--- config.mk ---
export PLATFORM = sky130hd
export DESIGN_NAME = cp_latency_timer
export DESIGN_NICKNAME = d
export VERILOG_FILES = /design/src/verilog/cp_latency_timer.sv
export SDC_FILE = /design/constraint.sdc
export NUM_CORES = 1
export LEC_CHECK = 0
export BUFFER_PORTS_ARGS = -buffer_cell sky130_fd_sc_hd__buf_2
export CAP_MARGIN = 5
export CORE_AREA = 2 2 39 41
export DETAILED_ROUTE_END_ITERATION = 8
export DIE_AREA = 0 0 41 43
export HOLD_SLACK_MARGIN = 0.06
export SLEW_MARGIN = 20
export SYNTH_ARGS = -nofsm -noshare
export SYNTH_HDL_FRONTEND = slang
export SYNTH_SLANG_ARGS = --single-unit
--- constraint.sdc ---
create_clock -name clk -period 1.6 [get_ports clk]
set_input_delay 0.32 -clock clk [delete_from_list [all_inputs] [get_ports clk]]
set_output_delay 0.32 -clock clk [all_outputs]
set_load 0.05 [all_outputs]
--- src/verilog/cp_latency_timer.sv ---
// Latency down counter; latency must be 1 to 7, done is high while the count is 1
module cp_latency_timer (
    input  logic       clk,
    input  logic       reset,
    input  logic       start,
    input  logic [2:0] latency,
    output logic       done
);

    logic [2:0] count;

    always_ff @(posedge clk) begin
        if (reset) begin
            count <= '0;
        end else if (start) begin
            count <= latency;
        end else if (count != 3'd0) begin
            count <= count - 3'd1;
        end
    end

    // Last execution cycle
    assign done = (count == 3'd1);

endmodule

==> metrics.csv <==
stage,metric,value,unit
outcome,outcome,completed,
worst_setup_path,path_max_fanout,3,
sta,fin_crit,1500,ps
yosys,synthesis.instances,23,
cts,tritoncts.num_buffers,3,
sta,fin_tns_setup,0,ps
worst_setup_path,crit_path_start_kind,flip-flop,
sta,maxSlewHeadroom,80.9,%
cts,tritoncts,done,
finish,synthToLayoutAreaGrowth,34.1,%
pwr,seqPwrFrac,31.1,%
drt,num_vias,201,
sta,rsz_0062_raised_after_global_routing,false,
worst_setup_path,cp.arrival,1180,ps
cts,htreeDepth,1,
cts,cts.hold.buffers_added,0,
pwr,static-leakage-power,0.129,nW
placement,globalplace.congestion,0.707,
finish,post_route_cells_drive_above_1_share,33.3,%
floorplan,floorplan.die.height,43,um
grt,via_count_of_the_first_global_routing_pass,179,
floorplan,design.core.area,1380,um^2
finish,nets,43,
worst_setup_path,cp.required,1280,ps
worst_setup_path,crit_path_class,reg -> out,
pwr,power.ir.vdd_worst,0.488,mV
yosys,synth.net_count,32,
floorplan,chipWidth,41,um
min_path,worstHoldPathCells,2,
grt,grt_start_max_net_pins,9,
drt,wl_per_cell,8.39,um
sta,setup-violations-final,0,
finish,nFillCells,158,
yosys,synthesis.yosys.warnings,0,
cts,cts.sinks,3,
sta,slew_violations,0,
drt,detailedRoute.firstPassIterationCount,2,
grt,grt_use_total,6.43,%
yosys,synth_area,224,um^2
run,max-cap-violations,0,
finish,final_area,300,um^2
min_path,timing.hold.worst.class,in -> reg,
finish,stdcell_count,49,
pwr,cellPowerDensity,967,nW/um^2
placement,numPlacedInstances,45,
drt,drt.antenna.violating_nets,0,
placement,buffer_ports.inserted,6,
grt,grt_first_pass_wirelength,703,um
floorplan,std_cell_rows,14,
worst_setup_path,path_cells,"inv_1, ha_1, and2b_2, buf_2",
finish,reg.largest.list,count: 3 flops,
pwr,switching_share,27.7,%
sta,tightest_slew,286,ps
drt,number_of_design_rule_violations_left_by_the_first_detailed_router_iteration,2,
sta,fin_skew,0.734,ps
pwr,comb_pwr_share,23.7,%
placement,place_area,274,um^2
finish,multiInputGateArea,153,um^2
cts,max-clock-path-buffers,2,
cts,clkTransAtPathRegs,40,ps
sta,peak_freq,0.668,GHz
finish,num_antenna_cells,0,
cts,ctsRootBufferMaster,clkbuf_4,
floorplan,floorplan.die_area,1760,um^2
floorplan,floorplan.initialDensity,16.2,%
yosys,cell_variety_after_synth,11,
drt,drt-vias-per-instance,4.10,
yosys,seq_area_frac_synth,26.8,%
yosys,synth.avg_cell_area,9.74,um^2
finish,max_flop_register,count,
worst_setup_path,critical-path-slowest-cell,dfxtp_1,
grt,grt.overflow.total,0,
pwr,internal_power,0.000210,W
pwr,power.switching,0.0000804,W
sta,hold_viol_final,0,
drt,remaining_drc_errors,0,
pwr,clkPwrFrac,45.2,%
finish,register_area,60.1,um^2
cts,ctsResizeCount,0,
cts,worstSkewPairLatency,230,ps
grt,grt_antenna_before_repair,0,
placement,detailed_place_hpwl,322,um
worst_setup_path,setup.worst_path.end_class,output port,
sta,final_min_period_over_clock_period,93.5,%
worst_setup_path,logic_depth_of_the_worst_register_to_register_path,4,
drt,postRouteWirelength,411,um
worst_setup_path,slowest_delay,320,ps
cts,postCtsSetupBuffers,0,
yosys,synth_seq_cells,3,
finish,largest_register_ffs,3,
floorplan,io-pin-count,7,
-- synth_stat cells --
cell       number  share of area [%]
nor2b_1         5                 14
dfxtp_1         3                 27
ha_1            3                 17
inv_1           3                5.0
a2111oi_1       2                8.9
nor4b_1         2                7.8
a311oi_2        1                6.7
and2b_2         1                3.9
nand2b_1        1                2.8
or2b_1          1                3.4
or3b_1          1                3.9
-- worst paths after layout --
path         slack [ps]                    end             startpoint
min                 310  count[2]$_SDFFE_PP0P_                  reset
max                 100                   done  count[1]$_SDFFE_PP0P_
min reg2reg         630  count[0]$_SDFFE_PP0P_  count[0]$_SDFFE_PP0P_
max reg2reg         220  count[2]$_SDFFE_PP0P_  count[0]$_SDFFE_PP0P_
-- layer usage --
layer	wire, um	global-route usage [%]	vias to the layer above
met3	55	6.81	0
met4	0	2.00	0
met1	197	7.72	90
li1	-	-	102
met2	157	7.50	9
met5	0	0	-
-- stage by stage --
stage | util [%] | hold WS (ps) | setup WS (ps) | power (W)
after CTS | 21.7 | 299 | 88.5 | 0.000299
after global placement | 19.8 | 536 | 289 | 0.000160
after floorplan | - | 388 | 332 | 0.000142
final | 21.7 | 305 | 103 | 0.000291
after global routing | 21.7 | 306 | 48.4 | 0.000315
after detailed placement | 19.8 | 537 | 226 | 0.000161
-- worst max-delay path, delay by kind of cell (launching register included) --
family	cells	cell delay [ps]
flops	1	320
buf+inv	2	270
simple gates	1	180
fa+ha+maj	1	170
-- power groups by stage --
stage	combinational, W	sequential (W)	clock (W)
final	0.0000690	0.0000903	0.000131
after floorplan	0.0000519	0.0000896	0
after global placement	0.0000692	0.0000910	0
after global routing	0.0000777	0.0000916	0.000146
after CTS	0.0000706	0.0000905	0.000138
after detailed placement	0.0000699	0.0000915	0
-- layout by cell type, fill, tap and decap left out, drive strengths merged --
cell | Yosys | routed
or3b | 1 | 1
nor4b | 2 | 2
dfxtp | 3 | 3
buf | 0 | 6
a2111oi | 2 | 2
a311oi | 1 | 1
clkbuf | 0 | 4
inv | 3 | 3
ha | 3 | 3
and2b | 1 | 1
nor2b | 5 | 5
or2b | 1 | 1
nand2b | 1 | 1
-- cells by family (layout without fill, tap and decap cells) --
| logic type | after synthesis | count (layout) | synth area share, % |
|---|---|---|---|
| AOI/OAI and AO/OA | 3 | 3 | 15.6 |
| DFF | 3 | 3 | 26.8 |
| buffers and inverters | 3 | 13 | 5.03 |
| and+or+nand+nor | 11 | 11 | 35.8 |
| adders and majority gates | 3 | 3 | 16.8 |
-- area by class of cell --
type,count,share of cell area [%]
Multi-Input combinational cell,17,50.8
Sequential cell,3,20.0
Timing Repair Buffer,6,10.0
Clock buffer,4,8.75
Tap cell,16,6.67
Inverter,3,3.75
Note: power is estimated with default switching activity, not from simulation.
