`src/verilog/cp_pkg.sv`:
```
// Coprocessor shared definitions; fixed 64-bit data and 32-bit RV32 style instructions only
package cp_pkg;

    // Datapath and instruction sizes
    localparam int DATA_WIDTH     = 64;
    localparam int INST_WIDTH     = 32;
    localparam int CP_REG_NUM     = 32;
    localparam int REG_ADDR_WIDTH = 5;

    // custom-0 major opcode
    localparam logic [6:0] CUSTOM0_OPCODE = 7'b0001011;

    // Cycles spent in EXEC for multiply where all other ops take one
    localparam logic [2:0] MUL_LATENCY = 3'd4;

    typedef enum logic [1:0] {
        IDLE,
        EXEC,
        WRITEBACK
    } cp_state_e;

    // Selected by funct3; 4 to 7 are illegal
    typedef enum logic [2:0] {
        OP_WRITE = 3'd0,
        OP_READ  = 3'd1,
        OP_ADD   = 3'd2,
        OP_MUL   = 3'd3
    } cp_op_e;

    typedef struct packed {
        logic                  valid;
        logic [INST_WIDTH-1:0] instr;
        logic [DATA_WIDTH-1:0] rs1_data;
    } cp_inst_t;

    typedef struct packed {
        cp_op_e                    op;
        logic [REG_ADDR_WIDTH-1:0] rd;
        logic [REG_ADDR_WIDTH-1:0] rs1;
        logic [REG_ADDR_WIDTH-1:0] rs2;
        logic [DATA_WIDTH-1:0]     rs1_data;
    } cp_req_t;

    typedef struct packed {
        logic                      valid;
        logic [REG_ADDR_WIDTH-1:0] rd;
        logic [DATA_WIDTH-1:0]     data;
    } cp_wb_t;

endpackage

```
`src/verilog/cp_dispatcher.sv`:
```
// Coprocessor dispatcher; one instruction in flight, inputs ignored while stall is high
module cp_dispatcher import cp_pkg::*; (
    input  logic                  clk,
    input  logic                  reset,
    input  cp_inst_t              inst,
    input  logic                  timer_done,
    input  logic [DATA_WIDTH-1:0] result,
    output logic                  timer_start,
    output logic [2:0]            timer_latency,
    output cp_req_t               req,
    output logic                  stall,
    output logic                  exception,
    output logic                  reg_write,
    output cp_wb_t                int_wb
);

    cp_state_e  state;
    cp_state_e  state_next;
    logic [6:0] opcode;
    logic [2:0] funct3;
    logic       is_custom;
    logic       legal_op;
    logic       accept;
    logic       illegal;

    // R-type field decode
    assign opcode = inst.instr[6:0];
    assign funct3 = inst.instr[14:12];

    assign is_custom = inst.valid && (opcode == CUSTOM0_OPCODE);
    // Only funct3 0 to 3 are defined
    assign legal_op  = (funct3[2] == 1'b0);
    assign accept    = (state == IDLE) && is_custom && legal_op;
    assign illegal   = (state == IDLE) && is_custom && !legal_op;

    // Timer loads at the accepting edge
    assign timer_start   = accept;
    assign timer_latency = (funct3 == OP_MUL) ? MUL_LATENCY : 3'd1;

    always_comb begin
        state_next = state;
        unique case (state)
            IDLE: begin
                if (accept) begin
                    state_next = EXEC;
                end
            end
            EXEC: begin
                if (timer_done) begin
                    state_next = WRITEBACK;
                end
            end
            WRITEBACK: state_next = IDLE;
            default:   state_next = IDLE;
        endcase
    end

    always_ff @(posedge clk) begin
        if (reset) begin
            state     <= IDLE;
            exception <= 1'b0;
        end else begin
            state     <= state_next;
            exception <= illegal;
        end
    end

    // Request fields held for the whole operation
    always_ff @(posedge clk) begin
        if (accept) begin
            req.op       <= cp_op_e'(funct3);
            req.rd       <= inst.instr[11:7];
            req.rs1      <= inst.instr[19:15];
            req.rs2      <= inst.instr[24:20];
            req.rs1_data <= inst.rs1_data;
        end
    end

    // Busy from the cycle after accept through writeback
    assign stall = (state != IDLE);

    // Read returns to the integer side and everything else lands in the bank
    assign reg_write    = (state == WRITEBACK) && (req.op != OP_READ);
    assign int_wb.valid = (state == WRITEBACK) && (req.op == OP_READ);
    assign int_wb.rd    = req.rd;
    assign int_wb.data  = result;

endmodule

```
`config.mk`:
```
export PLATFORM = sky130hd
export DESIGN_NAME = cp_dispatcher
export DESIGN_NICKNAME = d
export VERILOG_FILES = /design/src/verilog/cp_pkg.sv /design/src/verilog/cp_dispatcher.sv
export SDC_FILE = /design/constraint.sdc
export NUM_CORES = 1
export LEC_CHECK = 0
export ABC_CLOCK_PERIOD_IN_PS = 6730
export BUFFER_PORTS_ARGS = -buffer_cell sky130_fd_sc_hd__buf_2
export CORE_AREA = 2 2 127 129
export DETAILED_ROUTE_END_ITERATION = 12
export DIE_AREA = 0 0 129 131
export SLEW_MARGIN = 20
export SYNTH_ARGS = -nofsm -noshare
export SYNTH_HDL_FRONTEND = slang
export SYNTH_SLANG_ARGS = --single-unit
```
`constraint.sdc`:
```
create_clock -name clk -period 6.73 [get_ports clk]
set_input_delay 0.3365 -clock clk [delete_from_list [all_inputs] [get_ports clk]]
set_output_delay 0.3365 -clock clk [all_outputs]
set_load 0.005 [all_outputs]
```
==> impl_metrics.py, run 1 <==
metrics = {
    "sta": {
        "tightest_slew_ps": 886,
        "maxSlewViolCount": 0,
        "worst_slack_ps": 4070,
        "fin_crit_ps": 2660,
        "max_clock_freq_mhz": 376,
        "tns_ps": 0,
        "setup_viol": 0,
        "skew_ps": 6.59,
        "final_hold_viol_count": 0,
        "slew_headroom": 0.408,
        "rsz0062_at_grt": "false",
        "fin_crit_sh": 0.395,
    },
    "placement": {
        "dp_hpwl_um": 5900,
        "gp_congestion": 0.662,
        "portBuffers": 186,
        "pre_cts_slack_ps": 3990,
    },
    "logic_synthesis": {
        "ys_seq_area_frac": 0.788,
        "syn_inst": 174,
        "syn-num-nets": 338,
        "ys_types": 17,
        "synth.top_cell.area_share": 0.769,
        "syn_area_mm2": 0.00320,
        "ys_ff_latch": 85,
        "synthTopCellsByArea": "edfxtp_1, buf_4, dfxtp_1, and4bb_2, nor4b_4",
        "ys_warn_count": 0,
        "syn_area_per_cell_um2": 18.4,
        "yosysTopAreaCell": "edfxtp_1",
    },
    "floorplan": {
        "io_pins": 323,
        "dieWidth_um": 129,
        "start_util": 0.205,
        "die_area_mm2": 0.0169,
        "core_mm2": 0.0156,
        "die_h_um": 131,
        "num_rows": 46,
    },
    "clock_tree": {
        "clk_latency_ps": 330,
        "cts_buffers": 9,
        "clock_sinks": 85,
        "cts_resized": 0,
        "ctsHoldBuffers": 0,
        "cts_tree": "done",
        "clockBufferDepth": 2,
        "clk_pin_slew_ps": 70,
        "post-cts-setup-buffers": 0,
        "cts_root_buf": "clkbuf_16",
        "ctsHtreeMaxLevel": 3,
    },
    "detailed_routing": {
        "drc": 0,
        "avgRoutedWirePerCell_um": 14.7,
        "drt_iter0_drc": 64,
        "first_pass_iters": 4,
        "via_count": 1858,
        "wl_um": 7670,
        "ant_nets": 0,
        "vias_per_cell": 3.55,
    },
    "critical_path": {
        "critPathArrivalTime_ps": 2630,
        "worstPathMaxFanout": 54,
        "critPathCaptureType": "flop",
        "critPathKind": "flop to flop",
        "worst_setup_path_start_kind": "flop",
        "critical_path_required_ps": 6700,
    },
    "outcome": {
        "outcome": "finished, final reports clean",
    },
    "hold_path": {
        "hold_path.class": "primary input to flop",
    },
    "global_route": {
        "grt_antenna_before_repair": 0,
        "grt_usage": 0.0839,
        "grt_pass1_wl_um": 10100,
        "grt_pass1_vias": 1828,
        "grt_max_degree": 55,
        "overflow": 0,
    },
    "finish": {
        "area_growth_pct": 31.7,
        "antenna_cells": 0,
        "drive_gt1_frac": 0.687,
        "nets": 466,
        "final_common_cell": "buf_2",
        "final_cell_mix": "buf_2, edfxtp_1, clkbuf_16, dfxtp_1",
    },
    "power_and_ir_drop": {
        "leakagePower_nw": 1.73,
        "power.density_mw_per_mm2": 272,
        "power_mw": 1.15,
        "ir_worst_vdd_mv": 0.102,
    },
    "job": {
        "max_cap_viol_count": 0,
    },
}
-- stage by stage --
stage          hold WS (ps)   util  cells  cell area (µm²)
3_3_place_gp            513  0.250    507             3890
4_1_cts                 148  0.270    523             4220
5_1_grt                 148  0.270    523             4220
6_report                171  0.270    523             4220
2_1_floorplan           406      -    174             3200
3_5_place_dp            515  0.250    507             3890
-- cells in the mapped netlist --
master / count
and3b_2: 1
and4bb_2: 2
buf_4: 70
conb_1: 1
dfxtp_1: 3
edfxtp_1: 82
inv_1: 1
nand2_1: 2
nand3_2: 1
nand4_1: 1
nor2_1: 2
nor2b_1: 1
nor3b_1: 2
nor3b_2: 1
nor4b_4: 1
or2_2: 2
or4b_1: 1
-- final timing paths --
path	start	end	slack [ps]	depth (start not counted)
max	state[1]$_SDFFE_PP0P_	req[6]$_DFFE_PP_	4070	4
min	inst[18]	req[18]$_DFFE_PP_	170	1
max reg2reg	state[1]$_SDFFE_PP0P_	req[6]$_DFFE_PP_	4070	4
min reg2reg	state[0]$_SDFFE_PP0P_	state[0]$_SDFFE_PP0P_	650	2
-- routing by layer --
metal / part of all wire / routed length, µm / global-route usage
met1: 0.36 / 2760 / 0.0802
met2: 0.48 / 3720 / 0.138
met3: 0.12 / 956 / 0.0513
met4: 0.031 / 236 / 0.0518
met5: 0.00078 / 6 / 0
-- logic make-up (layout without fill, tap and decap cells) --
group | after synthesis | in the layout | share of synthesized area
flip-flops | 85 | 85 | 0.788
AND/OR/NAND/NOR | 17 | 17 | 0.0457
other | 1 | 1 | 0.00117
buffers and inverters | 71 | 204 | 0.165
-- layout make-up --
type                            count  area, µm²
Fill cell                        1570      11400
Sequential cell                    85       2520
Timing Repair Buffer              187        938
Tap cell                          216        270
Clock buffer                       10        229
Multi-Input combinational cell     18        158
Clock inverter                      6       96.3
Inverter                            1       3.75
-- flip-flops by register name, summed over array words and instances (netlist names) --
| signal | cells |
|---|---|
| exception | 1 |
| int_wb | 5 |
| req | 77 |
| state | 2 |
-- critical path: stages (launching register included) --
cell,delay (ps)
dfxtp_1,370
nor4b_4,330
nand3_2,160
nor2_4,690
buf_4,690
-- power breakdown --
part	leakage [nW]	internal [mW]	switching, mW
Sequential	0.761	0.580	0.000282
Combinational	0.811	0.0210	0.0122
Clock	0.155	0.329	0.204
Total	1.73	0.930	0.216
(Power assumes the default switching activity.)
==> run 2, diff against run 1 <==
--- a/config.mk
+++ b/config.mk
@@ -5,7 +5,7 @@
 export SDC_FILE = /design/constraint.sdc
 export NUM_CORES = 1
 export LEC_CHECK = 0
-export ABC_CLOCK_PERIOD_IN_PS = 6730
+export ABC_CLOCK_PERIOD_IN_PS = 2600
 export BUFFER_PORTS_ARGS = -buffer_cell sky130_fd_sc_hd__buf_2
 export CORE_AREA = 2 2 127 129
 export DETAILED_ROUTE_END_ITERATION = 12
==> constraint.sdc (replaced) <==
create_clock -name clk -period 2.6 [get_ports clk]
set_input_delay 0.13 -clock clk [delete_from_list [all_inputs] [get_ports clk]]
set_output_delay 0.13 -clock clk [all_outputs]
set_load 0.005 [all_outputs]
==> impl_metrics.py, run 2 (synthesis gave the netlist of run 1 again) <==
metrics = {
    "sta": {
        "skew_ps": 7.12,
        "setup_viol": 0,
        "fin_crit_sh": 0.782,
        "maxSlewViolCount": 0,
        "final_hold_viol_count": 0,
        "rsz0062_at_grt": "false",
        "max_clock_freq_mhz": 492,
        "fin_crit_ps": 2030,
        "tns_ps": 0,
    },
    "clock_tree": {
        "cts_tree": "done",
        "clk_pin_slew_ps": 60,
        "clockBufferDepth": 2,
        "cts_root_buf": "clkbuf_16",
        "cts_resized": 0,
        "ctsHtreeMaxLevel": 3,
        "cts_buffers": 9,
        "clock_sinks": 85,
        "clk_latency_ps": 340,
    },
    "finish": {
        "nets": 548,
        "final_common_cell": "buf_2",
        "final_area_mm2": 0.00500,
        "largest_register_ffs": 77,
        "drive_gt1_frac": 0.542,
        "area_growth_pct": 56.2,
        "largest_register": "req",
        "antenna_cells": 0,
        "fin_util": 0.321,
        "final_cell_mix": "buf_2, dlygate4sd3_1, edfxtp_1, clkbuf_16, dfxtp_1",
    },
    "critical_path": {
        "worst_setup_path_start_kind": "flop",
        "critPathKind": "flop to primary output",
        "critPathArrivalTime_ps": 1900,
        "timing.rr.start": "state[1]$_SDFFE_PP0P_",
        "critPathLaunch": "state[1]$_SDFFE_PP0P_",
        "worstPathMaxFanout": 83,
        "critPathMaxStageDelay_ps": 360,
        "critical_path_required_ps": 2470,
        "crit_path_cell_trace": "nor4b_4 > nand3_2 > nor2_4 > buf_12 > buf_2",
        "critPathCaptureType": "primary output",
        "crit_family": "simple AND/OR/NAND/NOR gates",
        "crit_path_top_delay_cell": "dfxtp_1",
        "critPathBufInv": 2,
    },
    "detailed_routing": {
        "wl_um": 8370,
        "drc": 0,
        "drt_iter0_drc": 92,
        "ant_nets": 0,
        "vias_per_cell": 3.55,
        "first_pass_iters": 5,
        "via_count": 2146,
        "avgRoutedWirePerCell_um": 13.8,
    },
    "global_route": {
        "grt_pass1_vias": 2182,
        "grt_max_degree": 84,
        "grt_antenna_before_repair": 0,
        "overflow": 0,
        "grt_usage": 0.0909,
        "grt_pass1_wl_um": 11300,
    },
    "power_and_ir_drop": {
        "leakagePower_nw": 2.05,
        "power.density_mw_per_mm2": 572,
        "ir_worst_vdd_mv": 0.265,
        "power_mw": 2.86,
    },
    "hold_path": {
        "min-delay-start": "timer_done",
        "hold_path.class": "primary input to flop",
    },
    "placement": {
        "portBuffers": 186,
        "dp_hpwl_um": 5620,
        "gp_congestion": 0.662,
        "place_area_mm2": 0.00391,
    },
    "job": {
        "max_cap_viol_count": 0,
    },
    "floorplan": {
        "die_h_um": 131,
        "num_rows": 46,
        "start_util": 0.205,
        "dieWidth_um": 129,
        "io_pins": 323,
        "core_mm2": 0.0156,
        "die_area_mm2": 0.0169,
    },
    "outcome": {
        "outcome": "finished, final reports clean",
    },
}
-- run 2: cell count changes in the layout (fill, tap and decap cells not counted) --
cell	change
clkinvlp_4	+1
clkinv_4	-1
buf_12	+1
dlygate4sd3_1	+82
buf_4	-1
inv_6	+2
clkinv_2	+1
bufinv_16	-2
inv_8	-1
-- run 2: cell type report --
cell class / instances / area (µm²)
tap: 216 / 270
inverter: 1 / 3.75
clock inverter: 6 / 46.3
multi-input combinational: 18 / 158
fill: 1523 / 10600
timing repair buffer: 269 / 1770
sequential: 85 / 2520
clock buffer: 10 / 229
-- run 2: where the power goes --
group	total [mW]	switching, mW	internal, mW
Clock	1.17	0.521	0.654
Sequential	1.50	0.000798	1.50
Combinational	0.181	0.0469	0.134
-- run 2: repair_timing --
action / CTS / global route
hold endpoints to repair: 82 / 0
hold buffers: 82 / 0
setup buffers: 0 / 0
-- run 2: worst paths after layout --
kind / end / slack, ps / cells after the start
max: timer_start / 570 / 5
min: state[0]$_SDFFE_PP0P_ / 70 / 3
max reg2reg: req[42]$_DFFE_PP_ / 820 / 4
min reg2reg: state[0]$_SDFFE_PP0P_ / 630 / 2
-- run 2: through the flow --
| stage | instances | hold slack [ps] | setup WS, ps |
|---|---|---|---|
| floorplan | 174 | 200 | 152 |
| global route | 605 | 65.8 | 431 |
| global placement | 507 | 260 | 911 |
| CTS | 605 | 56.1 | 494 |
| detailed placement | 507 | 260 | 844 |
| finish | 605 | 72.1 | 566 |
-- run 2: worst register-to-register path, stage by stage (launching register included) --
cell and delay [ps]:
dfxtp_1 360, nor4b_4 340, nand3_2 160, nor2_4 120
buf_12 330
-- run 2: metal layers --
metal	wire length, µm	GRT usage	up-vias
met5	0	0	-
met4	176	0.0473	0
met3	948	0.0436	26
met2	4460	0.170	150
met1	2790	0.0812	997
li1	-	-	973
